$ cat config.mk
export PLATFORM = sky130hd
export DESIGN_NAME = mgmt_fabric_top
export DESIGN_NICKNAME = d
export VERILOG_FILES = /design/src/mgmt_pkg.sv /design/src/fan_tach.sv /design/src/apb_region_decoder.sv /design/src/apb_reg_slice.sv /design/src/sysinfo_regs.sv /design/src/led_status_regs.sv /design/src/mgmt_fabric_top.sv
export SDC_FILE = /design/constraint.sdc
export NUM_CORES = 1
export LEC_CHECK = 0
export BUFFER_PORTS_ARGS = -buffer_cell sky130_fd_sc_hd__buf_2
export CAP_MARGIN = 15
export CORE_ASPECT_RATIO = 0.6
export CORE_UTILIZATION = 60
export DETAILED_ROUTE_END_ITERATION = 12
export PLACE_DENSITY = 0.92
export SYNTH_ARGS = -nofsm -noshare
export SYNTH_HDL_FRONTEND = slang
export SYNTH_SLANG_ARGS = --single-unit
$ cat constraint.sdc
create_clock -name sys_clk -period 7.3 [get_ports sys_clk]
set_input_delay 0.365 -clock sys_clk [delete_from_list [all_inputs] [get_ports sys_clk]]
set_output_delay 0.365 -clock sys_clk [all_outputs]
set_load 0.005 [all_outputs]
$ cat src/mgmt_pkg.sv
package mgmt_pkg;

	//////////////////////////////////////////////////
	// Bus widths

	localparam int APB_ADDR_W = 24;
	localparam int APB_DATA_W = 16;

	// Offset width inside one slot at each decode level
	localparam int SMOL_OFFSET_W = 10;
	localparam int BIG_OFFSET_W = 12;
	localparam int ROOT_OFFSET_W = 15;

	//////////////////////////////////////////////////
	// Address map

	// Small region: 0 sysinfo, 1 led, 2 relay
	localparam int NUM_SMOL_SLOTS = 3;

	// Large region: 0 bulk
	localparam int NUM_BIG_SLOTS = 1;

	// Fixed board ID, sysinfo offset 4
	localparam logic [APB_DATA_W-1:0] BOARD_ID = 16'h7C0B;

	// One 24-bit address seen as a small-slot or a large-slot address
	typedef union packed {
		logic [APB_ADDR_W-1:0] word;
		struct packed {
			logic [APB_ADDR_W-ROOT_OFFSET_W-2:0] upper;
			logic region;
			logic [4:0] slot;
			logic [SMOL_OFFSET_W-1:0] offset;
		} smol;
		struct packed {
			logic [APB_ADDR_W-ROOT_OFFSET_W-2:0] upper;
			logic region;
			logic [2:0] slot;
			logic [BIG_OFFSET_W-1:0] offset;
		} big;
	} mgmt_addr_t;

endpackage

$ cat src/fan_tach.sv
`timescale 1ns/100ps
module fan_tach #(
	parameter int REFCLK_HZ = 250_000_000,
	parameter int TACH_WINDOW = 25_000_000
) (
	input logic sys_clk,
	input logic arst_n,
	input logic tach,
	output logic [15:0] rpm
);

	localparam int WIN_W = $clog2(TACH_WINDOW);

	// 60 s per minute over two pulses per revolution gives 30
	// Scale by windows per second, assumed to divide evenly
	localparam longint unsigned RPM_SCALE = (64'd30 * REFCLK_HZ) / TACH_WINDOW;
	localparam logic [15:0] RPM_MUL = 16'(RPM_SCALE);

	logic [1:0] sync_q;
	logic tach_prev_q;
	logic [WIN_W-1:0] win_cnt_q;
	logic [15:0] edge_cnt_q;
	logic rise;
	logic win_end;

	// Rising edge after the two-flop synchronizer
	assign rise = sync_q[1] && !tach_prev_q;
	assign win_end = (win_cnt_q == WIN_W'(TACH_WINDOW - 1));

	always_ff @(posedge sys_clk or negedge arst_n) begin
		if (!arst_n) begin
			sync_q <= 2'b00;
			tach_prev_q <= 1'b0;
			win_cnt_q <= '0;
			edge_cnt_q <= '0;
			rpm <= '0;
		end else begin
			sync_q <= {sync_q[0], tach};
			tach_prev_q <= sync_q[1];

			if (win_end) begin
				win_cnt_q <= '0;
				edge_cnt_q <= '0;
				// Edge on the last cycle still belongs to this window
				rpm <= 16'((edge_cnt_q + 16'(rise)) * RPM_MUL);
			end else begin
				win_cnt_q <= win_cnt_q + 1'b1;
				if (rise) begin
					edge_cnt_q <= edge_cnt_q + 1'b1;
				end
			end
		end
	end

endmodule

$ cat src/apb_region_decoder.sv
`timescale 1ns/100ps
module apb_region_decoder import mgmt_pkg::*; #(
	parameter int NUM_PORTS = 2,
	parameter int OFFSET_W = ROOT_OFFSET_W
) (
	input logic sys_clk,
	input logic arst_n,

	// Upstream completer side
	input logic up_psel,
	input logic up_penable,
	input logic up_pwrite,
	input mgmt_addr_t up_paddr,
	input logic [APB_DATA_W-1:0] up_pwdata,
	output logic up_pready,
	output logic [APB_DATA_W-1:0] up_prdata,
	output logic up_pslverr,

	// Downstream requester side, one lane per slot
	output logic [NUM_PORTS-1:0] dn_psel,
	output logic [NUM_PORTS-1:0] dn_penable,
	output logic [NUM_PORTS-1:0] dn_pwrite,
	output logic [NUM_PORTS-1:0][OFFSET_W-1:0] dn_paddr,
	output logic [NUM_PORTS-1:0][APB_DATA_W-1:0] dn_pwdata,
	input logic [NUM_PORTS-1:0] dn_pready,
	input logic [NUM_PORTS-1:0][APB_DATA_W-1:0] dn_prdata,
	input logic [NUM_PORTS-1:0] dn_pslverr
);

	logic [4:0] slot;
	logic bad;
	logic [4:0] sel_q;
	logic err_q;

	// Pick the slot field for this level
	always_comb begin
		if (OFFSET_W == SMOL_OFFSET_W) begin
			slot = up_paddr.smol.slot;
		end else if (OFFSET_W == BIG_OFFSET_W) begin
			slot = {2'b00, up_paddr.big.slot};
		end else begin
			// Root level splits on the region bit only
			slot = {4'b0000, up_paddr.smol.region};
		end
		bad = (up_paddr.smol.upper != '0) || (int'(slot) >= NUM_PORTS);
	end

	// Request fan-out, psel only to the addressed slot
	always_comb begin
		for (int i = 0; i < NUM_PORTS; i++) begin
			dn_psel[i] = up_psel && !bad && (int'(slot) == i);
			dn_penable[i] = up_penable;
			dn_pwrite[i] = up_pwrite;
			dn_paddr[i] = up_paddr.word[OFFSET_W-1:0];
			dn_pwdata[i] = up_pwdata;
		end
	end

	// Latch target slot during setup
	always_ff @(posedge sys_clk or negedge arst_n) begin
		if (!arst_n) begin
			sel_q <= '0;
			err_q <= 1'b0;
		end else if (up_psel && !up_penable) begin
			sel_q <= slot;
			err_q <= bad;
		end
	end

	// Response mux; unmapped slots complete here with an error
	always_comb begin
		up_pready = up_psel && up_penable && err_q;
		up_prdata = '0;
		up_pslverr = err_q;
		for (int i = 0; i < NUM_PORTS; i++) begin
			if (!err_q && int'(sel_q) == i) begin
				up_pready = dn_pready[i];
				up_prdata = dn_prdata[i];
				up_pslverr = dn_pslverr[i];
			end
		end
	end

endmodule

$ cat src/apb_reg_slice.sv
`timescale 1ns/100ps
module apb_reg_slice import mgmt_pkg::*; #(
	parameter int ADDR_W = APB_ADDR_W,
	parameter bit REG_REQUEST = 1'b0,
	parameter bit REG_RESPONSE = 1'b0
) (
	input logic sys_clk,
	input logic arst_n,

	input logic up_psel,
	input logic up_penable,
	input logic up_pwrite,
	input logic [ADDR_W-1:0] up_paddr,
	input logic [APB_DATA_W-1:0] up_pwdata,
	output logic up_pready,
	output logic [APB_DATA_W-1:0] up_prdata,
	output logic up_pslverr,

	output logic dn_psel,
	output logic dn_penable,
	output logic dn_pwrite,
	output logic [ADDR_W-1:0] dn_paddr,
	output logic [APB_DATA_W-1:0] dn_pwdata,
	input logic dn_pready,
	input logic [APB_DATA_W-1:0] dn_prdata,
	input logic dn_pslverr
);

	generate
		if (REG_REQUEST) begin : g_req
			//////////////////////////////////////////////////
			// Request path registered, takes priority if both set

			logic done;

			assign done = dn_psel && dn_penable && dn_pready;

			// Setup one cycle late, then access until completion
			always_ff @(posedge sys_clk or negedge arst_n) begin
				if (!arst_n) begin
					dn_psel <= 1'b0;
					dn_penable <= 1'b0;
				end else if (done) begin
					dn_psel <= 1'b0;
					dn_penable <= 1'b0;
				end else if (dn_psel) begin
					dn_penable <= 1'b1;
				end else if (up_psel && !up_penable) begin
					dn_psel <= 1'b1;
				end
			end

			// Request fields captured at upstream setup, held until done
			always_ff @(posedge sys_clk) begin
				if (!dn_psel && up_psel && !up_penable) begin
					dn_pwrite <= up_pwrite;
					dn_paddr <= up_paddr;
					dn_pwdata <= up_pwdata;
				end
			end

			assign up_pready = done;
			assign up_prdata = dn_prdata;
			assign up_pslverr = dn_pslverr;

		end else if (REG_RESPONSE) begin : g_rsp
			//////////////////////////////////////////////////
			// Response path registered

			logic done_q;

			// Mask the request while the registered response goes up
			assign dn_psel = up_psel && !done_q;
			assign dn_penable = up_penable && !done_q;
			assign dn_pwrite = up_pwrite;
			assign dn_paddr = up_paddr;
			assign dn_pwdata = up_pwdata;

			always_ff @(posedge sys_clk or negedge arst_n) begin
				if (!arst_n) begin
					done_q <= 1'b0;
					up_pslverr <= 1'b0;
				end else begin
					done_q <= dn_psel && dn_penable && dn_pready;
					up_pslverr <= dn_psel && dn_penable && dn_pready && dn_pslverr;
				end
			end

			always_ff @(posedge sys_clk) begin
				up_prdata <= dn_prdata;
			end

			assign up_pready = done_q;

		end else begin : g_thru
			// No stage, straight connection
			assign dn_psel = up_psel;
			assign dn_penable = up_penable;
			assign dn_pwrite = up_pwrite;
			assign dn_paddr = up_paddr;
			assign dn_pwdata = up_pwdata;
			assign up_pready = dn_pready;
			assign up_prdata = dn_prdata;
			assign up_pslverr = dn_pslverr;
		end
	endgenerate

endmodule

$ cat src/sysinfo_regs.sv
`timescale 1ns/100ps
module sysinfo_regs import mgmt_pkg::*; (
	input logic sys_clk,
	input logic arst_n,

	// Read-only completer, write data not taken
	input logic psel,
	input logic penable,
	input logic pwrite,
	input logic [SMOL_OFFSET_W-1:0] paddr,
	output logic pready,
	output logic [APB_DATA_W-1:0] prdata,
	output logic pslverr,

	input logic [15:0] fan0_rpm,
	input logic [15:0] fan1_rpm
);

	logic [APB_DATA_W-1:0] rd_word;
	logic rd_hit;
	logic [APB_DATA_W-1:0] rdata_q;
	logic err_q;

	// Register map
	always_comb begin
		rd_hit = 1'b1;
		case (paddr)
			10'h000: rd_word = fan0_rpm;
			10'h002: rd_word = fan1_rpm;
			10'h004: rd_word = BOARD_ID;
			default: begin
				rd_word = '0;
				rd_hit = 1'b0;
			end
		endcase
	end

	// Decode at setup, answer on first access cycle
	always_ff @(posedge sys_clk or negedge arst_n) begin
		if (!arst_n) begin
			err_q <= 1'b0;
		end else if (psel && !penable) begin
			err_q <= pwrite || !rd_hit;
		end
	end

	always_ff @(posedge sys_clk) begin
		if (psel && !penable) begin
			rdata_q <= rd_word;
		end
	end

	assign pready = psel && penable;
	assign prdata = rdata_q;
	assign pslverr = err_q;

endmodule

$ cat src/led_status_regs.sv
`timescale 1ns/100ps
module led_status_regs import mgmt_pkg::*; (
	input logic sys_clk,
	input logic arst_n,

	input logic psel,
	input logic penable,
	input logic pwrite,
	input logic [SMOL_OFFSET_W-1:0] paddr,
	output logic pready,
	output logic [APB_DATA_W-1:0] prdata,
	output logic pslverr,

	input logic [11:0] trig_in_led,
	input logic [11:0] trig_out_led,
	input logic [3:0] relay_state
);

	logic [11:0] in_flipped;
	logic [11:0] out_gated;
	logic [APB_DATA_W-1:0] rd_word;
	logic rd_hit;
	logic [APB_DATA_W-1:0] rdata_q;
	logic err_q;

	always_comb begin
		// Expander pinout runs MSB first
		for (int i = 0; i < 12; i++) begin
			in_flipped[i] = trig_in_led[11-i];
		end
		// Relay-driven outputs show dark
		out_gated = {trig_out_led[11:8] & ~relay_state, trig_out_led[7:0]};

		rd_hit = 1'b1;
		case (paddr)
			10'h000: rd_word = {4'h0, in_flipped};
			10'h002: rd_word = {4'h0, out_gated};
			default: begin
				rd_word = '0;
				rd_hit = 1'b0;
			end
		endcase
	end

	always_ff @(posedge sys_clk or negedge arst_n) begin
		if (!arst_n) begin
			err_q <= 1'b0;
		end else if (psel && !penable) begin
			err_q <= pwrite || !rd_hit;
		end
	end

	always_ff @(posedge sys_clk) begin
		if (psel && !penable) begin
			rdata_q <= rd_word;
		end
	end

	assign pready = psel && penable;
	assign prdata = rdata_q;
	assign pslverr = err_q;

endmodule

$ cat src/mgmt_fabric_top.sv
`timescale 1ns/100ps
module mgmt_fabric_top import mgmt_pkg::*; #(
	parameter int REFCLK_HZ = 250_000_000,
	parameter int TACH_WINDOW = 25_000_000
) (
	input logic sys_clk,
	input logic arst_n,

	// Management APB from the host side
	input logic s_psel,
	input logic s_penable,
	input logic s_pwrite,
	input logic [APB_ADDR_W-1:0] s_paddr,
	input logic [APB_DATA_W-1:0] s_pwdata,
	output logic s_pready,
	output logic [APB_DATA_W-1:0] s_prdata,
	output logic s_pslverr,

	// Relay controller, small slot 2
	output logic relay_psel,
	output logic relay_penable,
	output logic relay_pwrite,
	output logic [SMOL_OFFSET_W-1:0] relay_paddr,
	output logic [APB_DATA_W-1:0] relay_pwdata,
	input logic relay_pready,
	input logic [APB_DATA_W-1:0] relay_prdata,
	input logic relay_pslverr,

	// Bulk port, large slot 0
	output logic bulk_psel,
	output logic bulk_penable,
	output logic bulk_pwrite,
	output logic [BIG_OFFSET_W-1:0] bulk_paddr,
	output logic [APB_DATA_W-1:0] bulk_pwdata,
	input logic bulk_pready,
	input logic [APB_DATA_W-1:0] bulk_prdata,
	input logic bulk_pslverr,

	input logic [1:0] fan_tach,
	input logic [11:0] trig_in_led,
	input logic [11:0] trig_out_led,
	input logic [3:0] relay_state
);

	logic [15:0] fan0_rpm, fan1_rpm;

	// Root slice to root decoder
	logic rs_psel, rs_penable, rs_pwrite, rs_pready, rs_pslverr;
	mgmt_addr_t rs_paddr;
	logic [APB_DATA_W-1:0] rs_pwdata, rs_prdata;

	// Root decoder lanes, 0 small region, 1 large region
	logic [1:0] rt_psel, rt_penable, rt_pwrite, rt_pready, rt_pslverr;
	logic [1:0][ROOT_OFFSET_W-1:0] rt_paddr;
	logic [1:0][APB_DATA_W-1:0] rt_pwdata, rt_prdata;

	// Small decoder lanes
	logic [NUM_SMOL_SLOTS-1:0] sm_psel, sm_penable, sm_pwrite, sm_pready, sm_pslverr;
	logic [NUM_SMOL_SLOTS-1:0][SMOL_OFFSET_W-1:0] sm_paddr;
	logic [NUM_SMOL_SLOTS-1:0][APB_DATA_W-1:0] sm_pwdata, sm_prdata;

	// Large decoder lanes
	logic [NUM_BIG_SLOTS-1:0] bg_psel, bg_penable, bg_pwrite, bg_pready, bg_pslverr;
	logic [NUM_BIG_SLOTS-1:0][BIG_OFFSET_W-1:0] bg_paddr;
	logic [NUM_BIG_SLOTS-1:0][APB_DATA_W-1:0] bg_pwdata, bg_prdata;

	// Internal completer buses
	logic si_psel, si_penable, si_pwrite, si_pready, si_pslverr;
	logic [SMOL_OFFSET_W-1:0] si_paddr;
	logic [APB_DATA_W-1:0] si_prdata;
	logic ld_psel, ld_penable, ld_pwrite, ld_pready, ld_pslverr;
	logic [SMOL_OFFSET_W-1:0] ld_paddr;
	logic [APB_DATA_W-1:0] ld_prdata;

	//////////////////////////////////////////////////
	// Fan tachometers

	fan_tach #(.REFCLK_HZ(REFCLK_HZ), .TACH_WINDOW(TACH_WINDOW)) tach0 (
		.sys_clk(sys_clk), .arst_n(arst_n), .tach(fan_tach[0]), .rpm(fan0_rpm));

	fan_tach #(.REFCLK_HZ(REFCLK_HZ), .TACH_WINDOW(TACH_WINDOW)) tach1 (
		.sys_clk(sys_clk), .arst_n(arst_n), .tach(fan_tach[1]), .rpm(fan1_rpm));

	//////////////////////////////////////////////////
	// Root slice and root split at 0x8000

	apb_reg_slice #(.ADDR_W(APB_ADDR_W), .REG_REQUEST(1'b0), .REG_RESPONSE(1'b1)) root_slice (
		.sys_clk(sys_clk), .arst_n(arst_n),
		.up_psel(s_psel), .up_penable(s_penable), .up_pwrite(s_pwrite),
		.up_paddr(s_paddr), .up_pwdata(s_pwdata),
		.up_pready(s_pready), .up_prdata(s_prdata), .up_pslverr(s_pslverr),
		.dn_psel(rs_psel), .dn_penable(rs_penable), .dn_pwrite(rs_pwrite),
		.dn_paddr(rs_paddr), .dn_pwdata(rs_pwdata),
		.dn_pready(rs_pready), .dn_prdata(rs_prdata), .dn_pslverr(rs_pslverr));

	apb_region_decoder #(.NUM_PORTS(2), .OFFSET_W(ROOT_OFFSET_W)) root_dec (
		.sys_clk(sys_clk), .arst_n(arst_n),
		.up_psel(rs_psel), .up_penable(rs_penable), .up_pwrite(rs_pwrite),
		.up_paddr(rs_paddr), .up_pwdata(rs_pwdata),
		.up_pready(rs_pready), .up_prdata(rs_prdata), .up_pslverr(rs_pslverr),
		.dn_psel(rt_psel), .dn_penable(rt_penable), .dn_pwrite(rt_pwrite),
		.dn_paddr(rt_paddr), .dn_pwdata(rt_pwdata),
		.dn_pready(rt_pready), .dn_prdata(rt_prdata), .dn_pslverr(rt_pslverr));

	//////////////////////////////////////////////////
	// Second level, 1 KB and 4 KB slots

	apb_region_decoder #(.NUM_PORTS(NUM_SMOL_SLOTS), .OFFSET_W(SMOL_OFFSET_W)) smol_dec (
		.sys_clk(sys_clk), .arst_n(arst_n),
		.up_psel(rt_psel[0]), .up_penable(rt_penable[0]), .up_pwrite(rt_pwrite[0]),
		.up_paddr(mgmt_addr_t'({9'd0, rt_paddr[0]})), .up_pwdata(rt_pwdata[0]),
		.up_pready(rt_pready[0]), .up_prdata(rt_prdata[0]), .up_pslverr(rt_pslverr[0]),
		.dn_psel(sm_psel), .dn_penable(sm_penable), .dn_pwrite(sm_pwrite),
		.dn_paddr(sm_paddr), .dn_pwdata(sm_pwdata),
		.dn_pready(sm_pready), .dn_prdata(sm_prdata), .dn_pslverr(sm_pslverr));

	apb_region_decoder #(.NUM_PORTS(NUM_BIG_SLOTS), .OFFSET_W(BIG_OFFSET_W)) big_dec (
		.sys_clk(sys_clk), .arst_n(arst_n),
		.up_psel(rt_psel[1]), .up_penable(rt_penable[1]), .up_pwrite(rt_pwrite[1]),
		.up_paddr(mgmt_addr_t'({9'd0, rt_paddr[1]})), .up_pwdata(rt_pwdata[1]),
		.up_pready(rt_pready[1]), .up_prdata(rt_prdata[1]), .up_pslverr(rt_pslverr[1]),
		.dn_psel(bg_psel), .dn_penable(bg_penable), .dn_pwrite(bg_pwrite),
		.dn_paddr(bg_paddr), .dn_pwdata(bg_pwdata),
		.dn_pready(bg_pready), .dn_prdata(bg_prdata), .dn_pslverr(bg_pslverr));

	//////////////////////////////////////////////////
	// Slot slices and completers

	// Sysinfo at 0x00_0000
	apb_reg_slice #(.ADDR_W(SMOL_OFFSET_W), .REG_REQUEST(1'b1), .REG_RESPONSE(1'b0)) sysinfo_slice (
		.sys_clk(sys_clk), .arst_n(arst_n),
		.up_psel(sm_psel[0]), .up_penable(sm_penable[0]), .up_pwrite(sm_pwrite[0]),
		.up_paddr(sm_paddr[0]), .up_pwdata(sm_pwdata[0]),
		.up_pready(sm_pready[0]), .up_prdata(sm_prdata[0]), .up_pslverr(sm_pslverr[0]),
		.dn_psel(si_psel), .dn_penable(si_penable), .dn_pwrite(si_pwrite),
		.dn_paddr(si_paddr), .dn_pwdata(),
		.dn_pready(si_pready), .dn_prdata(si_prdata), .dn_pslverr(si_pslverr));

	sysinfo_regs sysinfo (
		.sys_clk(sys_clk), .arst_n(arst_n),
		.psel(si_psel), .penable(si_penable), .pwrite(si_pwrite), .paddr(si_paddr),
		.pready(si_pready), .prdata(si_prdata), .pslverr(si_pslverr),
		.fan0_rpm(fan0_rpm), .fan1_rpm(fan1_rpm));

	// LED status at 0x00_0400
	apb_reg_slice #(.ADDR_W(SMOL_OFFSET_W), .REG_REQUEST(1'b1), .REG_RESPONSE(1'b0)) led_slice (
		.sys_clk(sys_clk), .arst_n(arst_n),
		.up_psel(sm_psel[1]), .up_penable(sm_penable[1]), .up_pwrite(sm_pwrite[1]),
		.up_paddr(sm_paddr[1]), .up_pwdata(sm_pwdata[1]),
		.up_pready(sm_pready[1]), .up_prdata(sm_prdata[1]), .up_pslverr(sm_pslverr[1]),
		.dn_psel(ld_psel), .dn_penable(ld_penable), .dn_pwrite(ld_pwrite),
		.dn_paddr(ld_paddr), .dn_pwdata(),
		.dn_pready(ld_pready), .dn_prdata(ld_prdata), .dn_pslverr(ld_pslverr));

	led_status_regs led_status (
		.sys_clk(sys_clk), .arst_n(arst_n),
		.psel(ld_psel), .penable(ld_penable), .pwrite(ld_pwrite), .paddr(ld_paddr),
		.pready(ld_pready), .prdata(ld_prdata), .pslverr(ld_pslverr),
		.trig_in_led(trig_in_led), .trig_out_led(trig_out_led), .relay_state(relay_state));

	// Relay controller at 0x00_0800
	apb_reg_slice #(.ADDR_W(SMOL_OFFSET_W), .REG_REQUEST(1'b1), .REG_RESPONSE(1'b0)) relay_slice (
		.sys_clk(sys_clk), .arst_n(arst_n),
		.up_psel(sm_psel[2]), .up_penable(sm_penable[2]), .up_pwrite(sm_pwrite[2]),
		.up_paddr(sm_paddr[2]), .up_pwdata(sm_pwdata[2]),
		.up_pready(sm_pready[2]), .up_prdata(sm_prdata[2]), .up_pslverr(sm_pslverr[2]),
		.dn_psel(relay_psel), .dn_penable(relay_penable), .dn_pwrite(relay_pwrite),
		.dn_paddr(relay_paddr), .dn_pwdata(relay_pwdata),
		.dn_pready(relay_pready), .dn_prdata(relay_prdata), .dn_pslverr(relay_pslverr));

	// Bulk port at 0x00_8000
	apb_reg_slice #(.ADDR_W(BIG_OFFSET_W), .REG_REQUEST(1'b1), .REG_RESPONSE(1'b0)) bulk_slice (
		.sys_clk(sys_clk), .arst_n(arst_n),
		.up_psel(bg_psel[0]), .up_penable(bg_penable[0]), .up_pwrite(bg_pwrite[0]),
		.up_paddr(bg_paddr[0]), .up_pwdata(bg_pwdata[0]),
		.up_pready(bg_pready[0]), .up_prdata(bg_prdata[0]), .up_pslverr(bg_pslverr[0]),
		.dn_psel(bulk_psel), .dn_penable(bulk_penable), .dn_pwrite(bulk_pwrite),
		.dn_paddr(bulk_paddr), .dn_pwdata(bulk_pwdata),
		.dn_pready(bulk_pready), .dn_prdata(bulk_prdata), .dn_pslverr(bulk_pslverr));

endmodule

* After elaboration in Yosys (flattened, before gate mapping)
Cells that the tools add are included.
** Word-level totals
- Bits in registers :: 266
- Bits of input ports :: 111
- Output and inout port bits :: 78
- Logic and storage cells :: 199
** Cells by class
- Add/subtract/negate cells :: 6
- Multipliers :: 2
- Magnitude comparators :: 3
- Equal/unequal tests :: 9
- Muxes and demuxes :: 48
- Bitwise operators :: 2
- Reduce and logical (&&, ||, !) cells :: 88
** Operator list (count)
- 16-bit 2-to-1 mux :: 10
- 25-bit by 1-bit adder with 25-bit output, second input constant :: 2
- 25-bit == test, second input constant :: 2
- 1-bit logical AND :: 50
- 25-bit 2-to-1 mux :: 2
- 16-bit one-hot mux with 3 select lines :: 1
- 1-bit 2-to-1 mux :: 34
- 16-bit by 1-bit adder with 16-bit output :: 2
- 16-bit by 1-bit adder with 16-bit output, second input constant :: 2
- 16-bit by 7-bit multiplier with 14-bit output, second input constant :: 2
- 5-bit logical NOT :: 6
- 12-bit one-hot mux with 2 select lines :: 1
- 10-bit by 2-bit == test with 1-bit output, second input constant :: 2
- 10-bit logical NOT :: 2
- 1-bit logical NOT :: 18
- 2-bit nonzero test :: 6
- 10-bit by 3-bit == test with 1-bit output, second input constant :: 1
- 5-bit by 2-bit == test with 1-bit output, second input constant :: 2
- 5-bit by 3-bit == test with 1-bit output, second input constant :: 2
- 8-bit nonzero test :: 1
- 5-bit by 2-bit >= comparator with 1-bit output, second input constant :: 1
- 4-bit AND :: 1
- 4-bit inverter :: 1
- 3-bit by 1-bit >= comparator with 1-bit output, second input constant :: 1
- 4 further kinds :: 6

* Longest topological paths before layout
- Word-level depth :: 14
- Mapped depth :: 22
- Gate-level depth less buffers :: 21

* Cells and area by module
A second synthesis with hierarchy kept.
** Unflattened totals
- Cells, all modules :: 1629
- Area, all modules :: 17367.9 µm²
** Modules (own cells, without submodules)
- fan_tach (tach0) :: times used 1, cells each 424, area each 4023.9 µm², seq. area each 1401.3 µm²
- fan_tach (tach1) :: times used 1, cells each 424, area each 3988.8 µm², seq. area each 1401.3 µm²
- apb_reg_slice (led_slice ...) :: times used 3, cells each 52, area each 1027.2 µm², seq. area each 860.8 µm²
- apb_region_decoder (smol_dec) :: times used 1, cells each 194, area each 1438.9 µm², seq. area each 150.1 µm²
- apb_reg_slice (bulk_slice) :: times used 1, cells each 54, area each 1087.3 µm², seq. area each 920.9 µm²
- apb_region_decoder (root_dec) :: times used 1, cells each 119, area each 893.4 µm², seq. area each 50.0 µm²
- sysinfo_regs :: times used 1, cells each 71, area each 873.3 µm², seq. area each 505.5 µm²
- apb_reg_slice (root_slice) :: times used 1, cells each 63, area each 711.9 µm², seq. area each 370.4 µm²
- led_status_regs :: times used 1, cells each 57, area each 683.2 µm², seq. area each 385.4 µm²
- apb_region_decoder (big_dec) :: times used 1, cells each 66, area each 581.8 µm², seq. area each 100.1 µm²
- mgmt_fabric_top :: times used 1, cells each 1, area each 3.8 µm², seq. area each 0.0 µm²

* Least setup slack after synthesis
No wires, ideal clock.
- Kind :: input-to-reg
- Start :: in s_paddr[17]
- End :: reg relay_slice.dn_paddr[0] (enable)
- Library setup time :: 0.489 ns
- Arrival :: 4.580 ns
- Data required time :: 6.811 ns
- Setup slack :: 2.232 ns
- Stages :: 6
- Path buffers :: 1
- Cell sequence :: nor4_2 nand3_1 or3_1 buf_6 or4_4 nor4b_1
** On the way
- Cells in the longest elaborated chain, start to end :: 9
** Ends and longest elaborated chain
- from (decl) :: RTL line mgmt_fabric_top.sv:13 : input logic [APB_ADDR_W-1:0] s_paddr,
- 8-bit nonzero test :: RTL line apb_region_decoder.sv:45 : bad = (up_paddr.smol.upper != '0) || (int'(slot) >= NUM_PORTS);
- 1-bit logical OR :: RTL line apb_region_decoder.sv:45
- 1-bit logical NOT :: RTL line apb_region_decoder.sv:51 : dn_psel[i] = up_psel && !bad && (int'(slot) == i);
- 1-bit logical AND (4 in series) :: RTL line apb_region_decoder.sv:51
- 1-bit logical AND (2 in series) :: RTL line apb_reg_slice.sv:55 : if (!dn_psel && up_psel && !up_penable) begin
- to (signal assigned) :: RTL line apb_reg_slice.sv:57 : dn_paddr <= up_paddr;
- to (decl) :: RTL line apb_reg_slice.sv:22 : output logic [ADDR_W-1:0] dn_paddr,
Every way passes these cells.
A chain may end at the register's enable or synchronous reset.

* Worst setup path in the final report
- Start :: reg tach0.tach_prev_q
- End :: reg tach0.rpm[13]
** On the way
- Cells in the longest elaborated chain, start to end :: 4
** Ends and longest elaborated chain
- from (decl) :: RTL line fan_tach.sv:20 : logic tach_prev_q;
- from (signal assigned) :: RTL line fan_tach.sv:39 : tach_prev_q <= sync_q[1];
- 1-bit logical NOT :: RTL line fan_tach.sv:27 : assign rise = sync_q[1] && !tach_prev_q;
- 1-bit logical AND :: RTL line fan_tach.sv:27
- 16-bit by 1-bit adder with 16-bit output :: RTL line fan_tach.sv:45 : rpm <= 16'((edge_cnt_q + 16'(rise)) * RPM_MUL);
- 16-bit by 7-bit multiplier with 14-bit output :: RTL line fan_tach.sv:45
- to (signal assigned) :: RTL line fan_tach.sv:45
- to (decl) :: RTL line fan_tach.sv:9 : output logic [15:0] rpm
Every way passes these cells.

==> key figures <==
Clock tree
  • CTS tree: yes
  • Setup Fix Bufs, Post-CTS: 0
  • CTS Buffer Depth: 3
  • CTS Sinks: 257
  • Post-CTS sizing: 0
  • TritonCTS Buffers: 24
  • H-tree Lvls: 1
  • Hold buffer count at CTS: 3
  • Clock Latency Late Sink: 0.52 ns
  • Worst-path clk slew: 0.07 ns
  • Root Driver: clkbuf_16

Detailed routing
  • Number of vias in the routed layout: 9856
  • Pre-antenna DRT Iters: 8
  • DRC: 0
  • Post-DRT Antenna Nets: 0
  • Starting DRT DRC Count: 871
  • Routed len/inst: 19.2 µm
  • Drt total wl: 32300 µm
  • Via density per instance: 5.85

Final layout
  • Area growth syn-to-layout: 15.8%
  • Post-route cell area: 0.0154 mm²
  • Fin nets: 1602
  • Fin cells: 1684
  • Fraction of layout cells with a size suffix above 1: 0.180
  • Fin util: 0.720

Critical path
  • Crit-path cells: nor2b_1 > ha_1 > ha_1 > nand3_1 > xnor2_1 > ha_1 > ha_1 > inv_1 > fa_1 > fa_1 > inv_1 > ha_1 > a21o_1 > a221o_1 > a31oi_1 > nand3b_1 > nand2_1 > xnor2_1 > o21ai_1
  • Critical Path Source Type: flop
  • Req. time, crit path: 7.68 ns
  • Max stage delay on crit path: 0.55 ns
  • Slowest CP cell: fa_1
  • Critical path class: reg -> reg
  • Critical Path Fanout Max: 8
  • Top cell by count, worst path: ha_1
  • Reg2reg setup slack: 1.63 ns
  • Data arrival, critical path: 6.05 ns
  • WP depth: 19
  • R2r worst-path depth: 19
  • Delay-heaviest family, CP: adder cells
  • Buf+Inv Stages, Crit Path: 2
  • Critical Path End Type: flop

Die
  • Placeable Area: 0.0213 mm²
  • Die Footprint: 0.0228 mm²
  • # rows: 41
  • Die X: 194 µm
  • IO Count: 189
  • Die H: 117 µm
  • Starting Density: 0.622

Synth
  • Flop and latch count out of synthesis: 257
  • Synth cell count leaders: dfrtp_1 (136), nor2_1 (112), edfxtp_1 (105), nand2_1 (101), inv_1 (98)
  • Synthesis Warnings: 0
  • Compound-Gate Fraction of Synth Area: 0.0645
  • Main combinational cell family by area after synthesis: simple AND/OR/NAND/NOR gates
  • Syn avg cell area: 11.1 µm²
  • EDFF count, synth: 105
  • Register area share after synthesis: 0.518
  • Cell taking the most area after synthesis: dfrtp_1
  • Yosys top cell area share: 0.256
  • Mux contribution to synthesized area: 0.0365
  • Post-synthesis async set-or-reset flop share: 0.529
  • Synth area leaders: dfrtp_1 (26%), edfxtp_1 (24%), ha_1 (7.1%), xnor2_1 (4.6%), fa_1 (4.5%)
  • Post-Syn Area: 0.0133 mm²
  • Cell variety after synth: 63
  • Predominant post-synthesis flop cell: dfrtp_1
  • Synth Instances: 1197
  • Fraction of the mapped netlist area in simple logic gates: 0.146
  • XOR/XNOR Fraction of Synth Area: 0.0802
  • Most common cell in the netlist: dfrtp_1
  • Synth Net Count: 1413
  • Fraction of the mapped netlist area in adder cells: 0.116

Timing
  • Final Hold Viols: 0
  • Fin. max-slew vios: 0
  • Endpoints failing setup: 0
  • Hold slack: 0.0316 ns
  • RSZ-0062 raised after global routing: false
  • Worst Max-Slew Pin Slew: 0.949 ns
  • Min cycle time layout: 5.67 ns
  • Fin crit share: 0.777
  • Setup TNS: 0 ns
  • Rel. slew slack: 0.368
  • Final Skew: 0.00751 ns
  • Fmax achieved: 0.176 GHz

Global routing
  • Number of global-route vias before repair: 9925
  • Global-route wire length before repair: 51400 µm
  • Largest net degree at the start of global routing: 70
  • Initial antenna violation count: 1
  • Tot GR Track Use: 0.288
  • Congestion Overflow GR: 0

Power
  • Register share of total power: 0.343
  • Max IR drop VDD: 296 µV
  • Clock power frac: 0.279
  • PwrDens: 302 mW/mm²
  • Sw Share: 0.352
  • Logic pwr share: 0.377
  • Leak: 6.93 nW
  • Total internal power: 3.01 mW
  • P_sw: 1.64 mW

Min path
  • Hold path cells: 1
  • Worst hold path class: in -> reg

Placement
  • Dpl hpwl: 22900 µm
  • Buffers on Ports: 188
  • DP Cell Count: 1636
  • Routability cong.: 0.901
  • DP Area: 0.0145 mm²

Outcome
  • Status: completed

Job
  • Max-cap check violation count: 0
==> area by class of cell <==
cell class                 count  area [µm²]
antenna                        1        2.50
timing repair buffer         199        1040
fill                        1339        5970
sequential                   257        6880
clock buffer                  31         689
multi-input combinational    805        5910
clock inverter                13         138
tap                          279         349
inverter                      99         372
==> worst paths after layout <==
path                                        start                  endpoint
worst max register to register  tach0.tach_prev_q             tach0.rpm[13]
worst max-delay path            tach0.tach_prev_q             tach0.rpm[13]
min in group asynchronous                  arst_n             tach1.rpm[14]
max in group asynchronous                  arst_n       tach0.edge_cnt_q[6]
worst min-delay path                 s_pwdata[13]  bulk_slice.dn_pwdata[13]
worst min register to register    tach0.sync_q[0]           tach0.sync_q[1]
==> flip-flops by register name, indices dropped and copies added (netlist names), 2 cells and up <==
name / count
tach0.sync_q: 2
tach1.sync_q: 2
tach0.edge_cnt_q: 14
led_slice.dn_paddr: 10
relay_slice.dn_paddr: 10
tach0.rpm: 14
tach1.rpm: 14
tach0.win_cnt_q: 25
relay_slice.dn_pwdata: 16
sysinfo.prdata: 15
bulk_slice.dn_paddr: 12
tach1.edge_cnt_q: 14
big_dec.sel_q: 3
root_slice.up_prdata: 16
smol_dec.sel_q: 5
sysinfo_slice.dn_paddr: 10
tach1.win_cnt_q: 25
led_status.prdata: 12
bulk_slice.dn_pwdata: 16
==> power groups by stage <==
stage          Clock [mW]  Sequential, mW  Combinational (mW)
6_report             1.30            1.60                1.75
5_1_grt              1.37            1.60                1.95
4_1_cts              1.31            1.59                1.73
3_5_place_dp            0            1.62                1.67
3_3_place_gp            0            1.62                1.57
2_1_floorplan           0            1.60                1.29
==> kinds of logic (layout without fill, tap and decap cells) <==
family,count (synthesis),count (layout)
and+or+nand+nor,392,392
muxes,47,47
AOI/OAI and AO/OA,141,141
other,0,1
xor gates and xnor gates,120,120
DFF,257,257
adders and majority gates,105,105
buffers and inverters,135,342
==> metrics by stage <==
step	power (mW)	setup slack (ns)
global placement	3.19	2.23
detailed placement	3.29	1.90
global route	4.91	1.28
finish	4.65	1.63
floorplan	2.89	2.23
CTS	4.63	1.68
==> cells in the final DEF, fill, tap and decap left out, types with 26 or more instances in the layout <==
master and n:
buf_2 187, dfrtp_1 136, nor2_1 112, edfxtp_1 105, nand2_1 101, inv_1 98, ha_1 75, xnor2_1 69
xor2_1 50, nand3_1 41, mux2i_1 36, a21oi_1 35, o21ai_0 35, fa_1 30, clkbuf_16 26
==> metal layers <==
metal  vias to the layer above  global-route usage  part of all wire
met4                         0               0.110             0.035
met1                      4786               0.363              0.41
met2                       469               0.498              0.47
li1                       4510                   -                 -
met3                        91              0.0642             0.084
met5                         -                   0                 0
(Power assumes the default switching activity.)
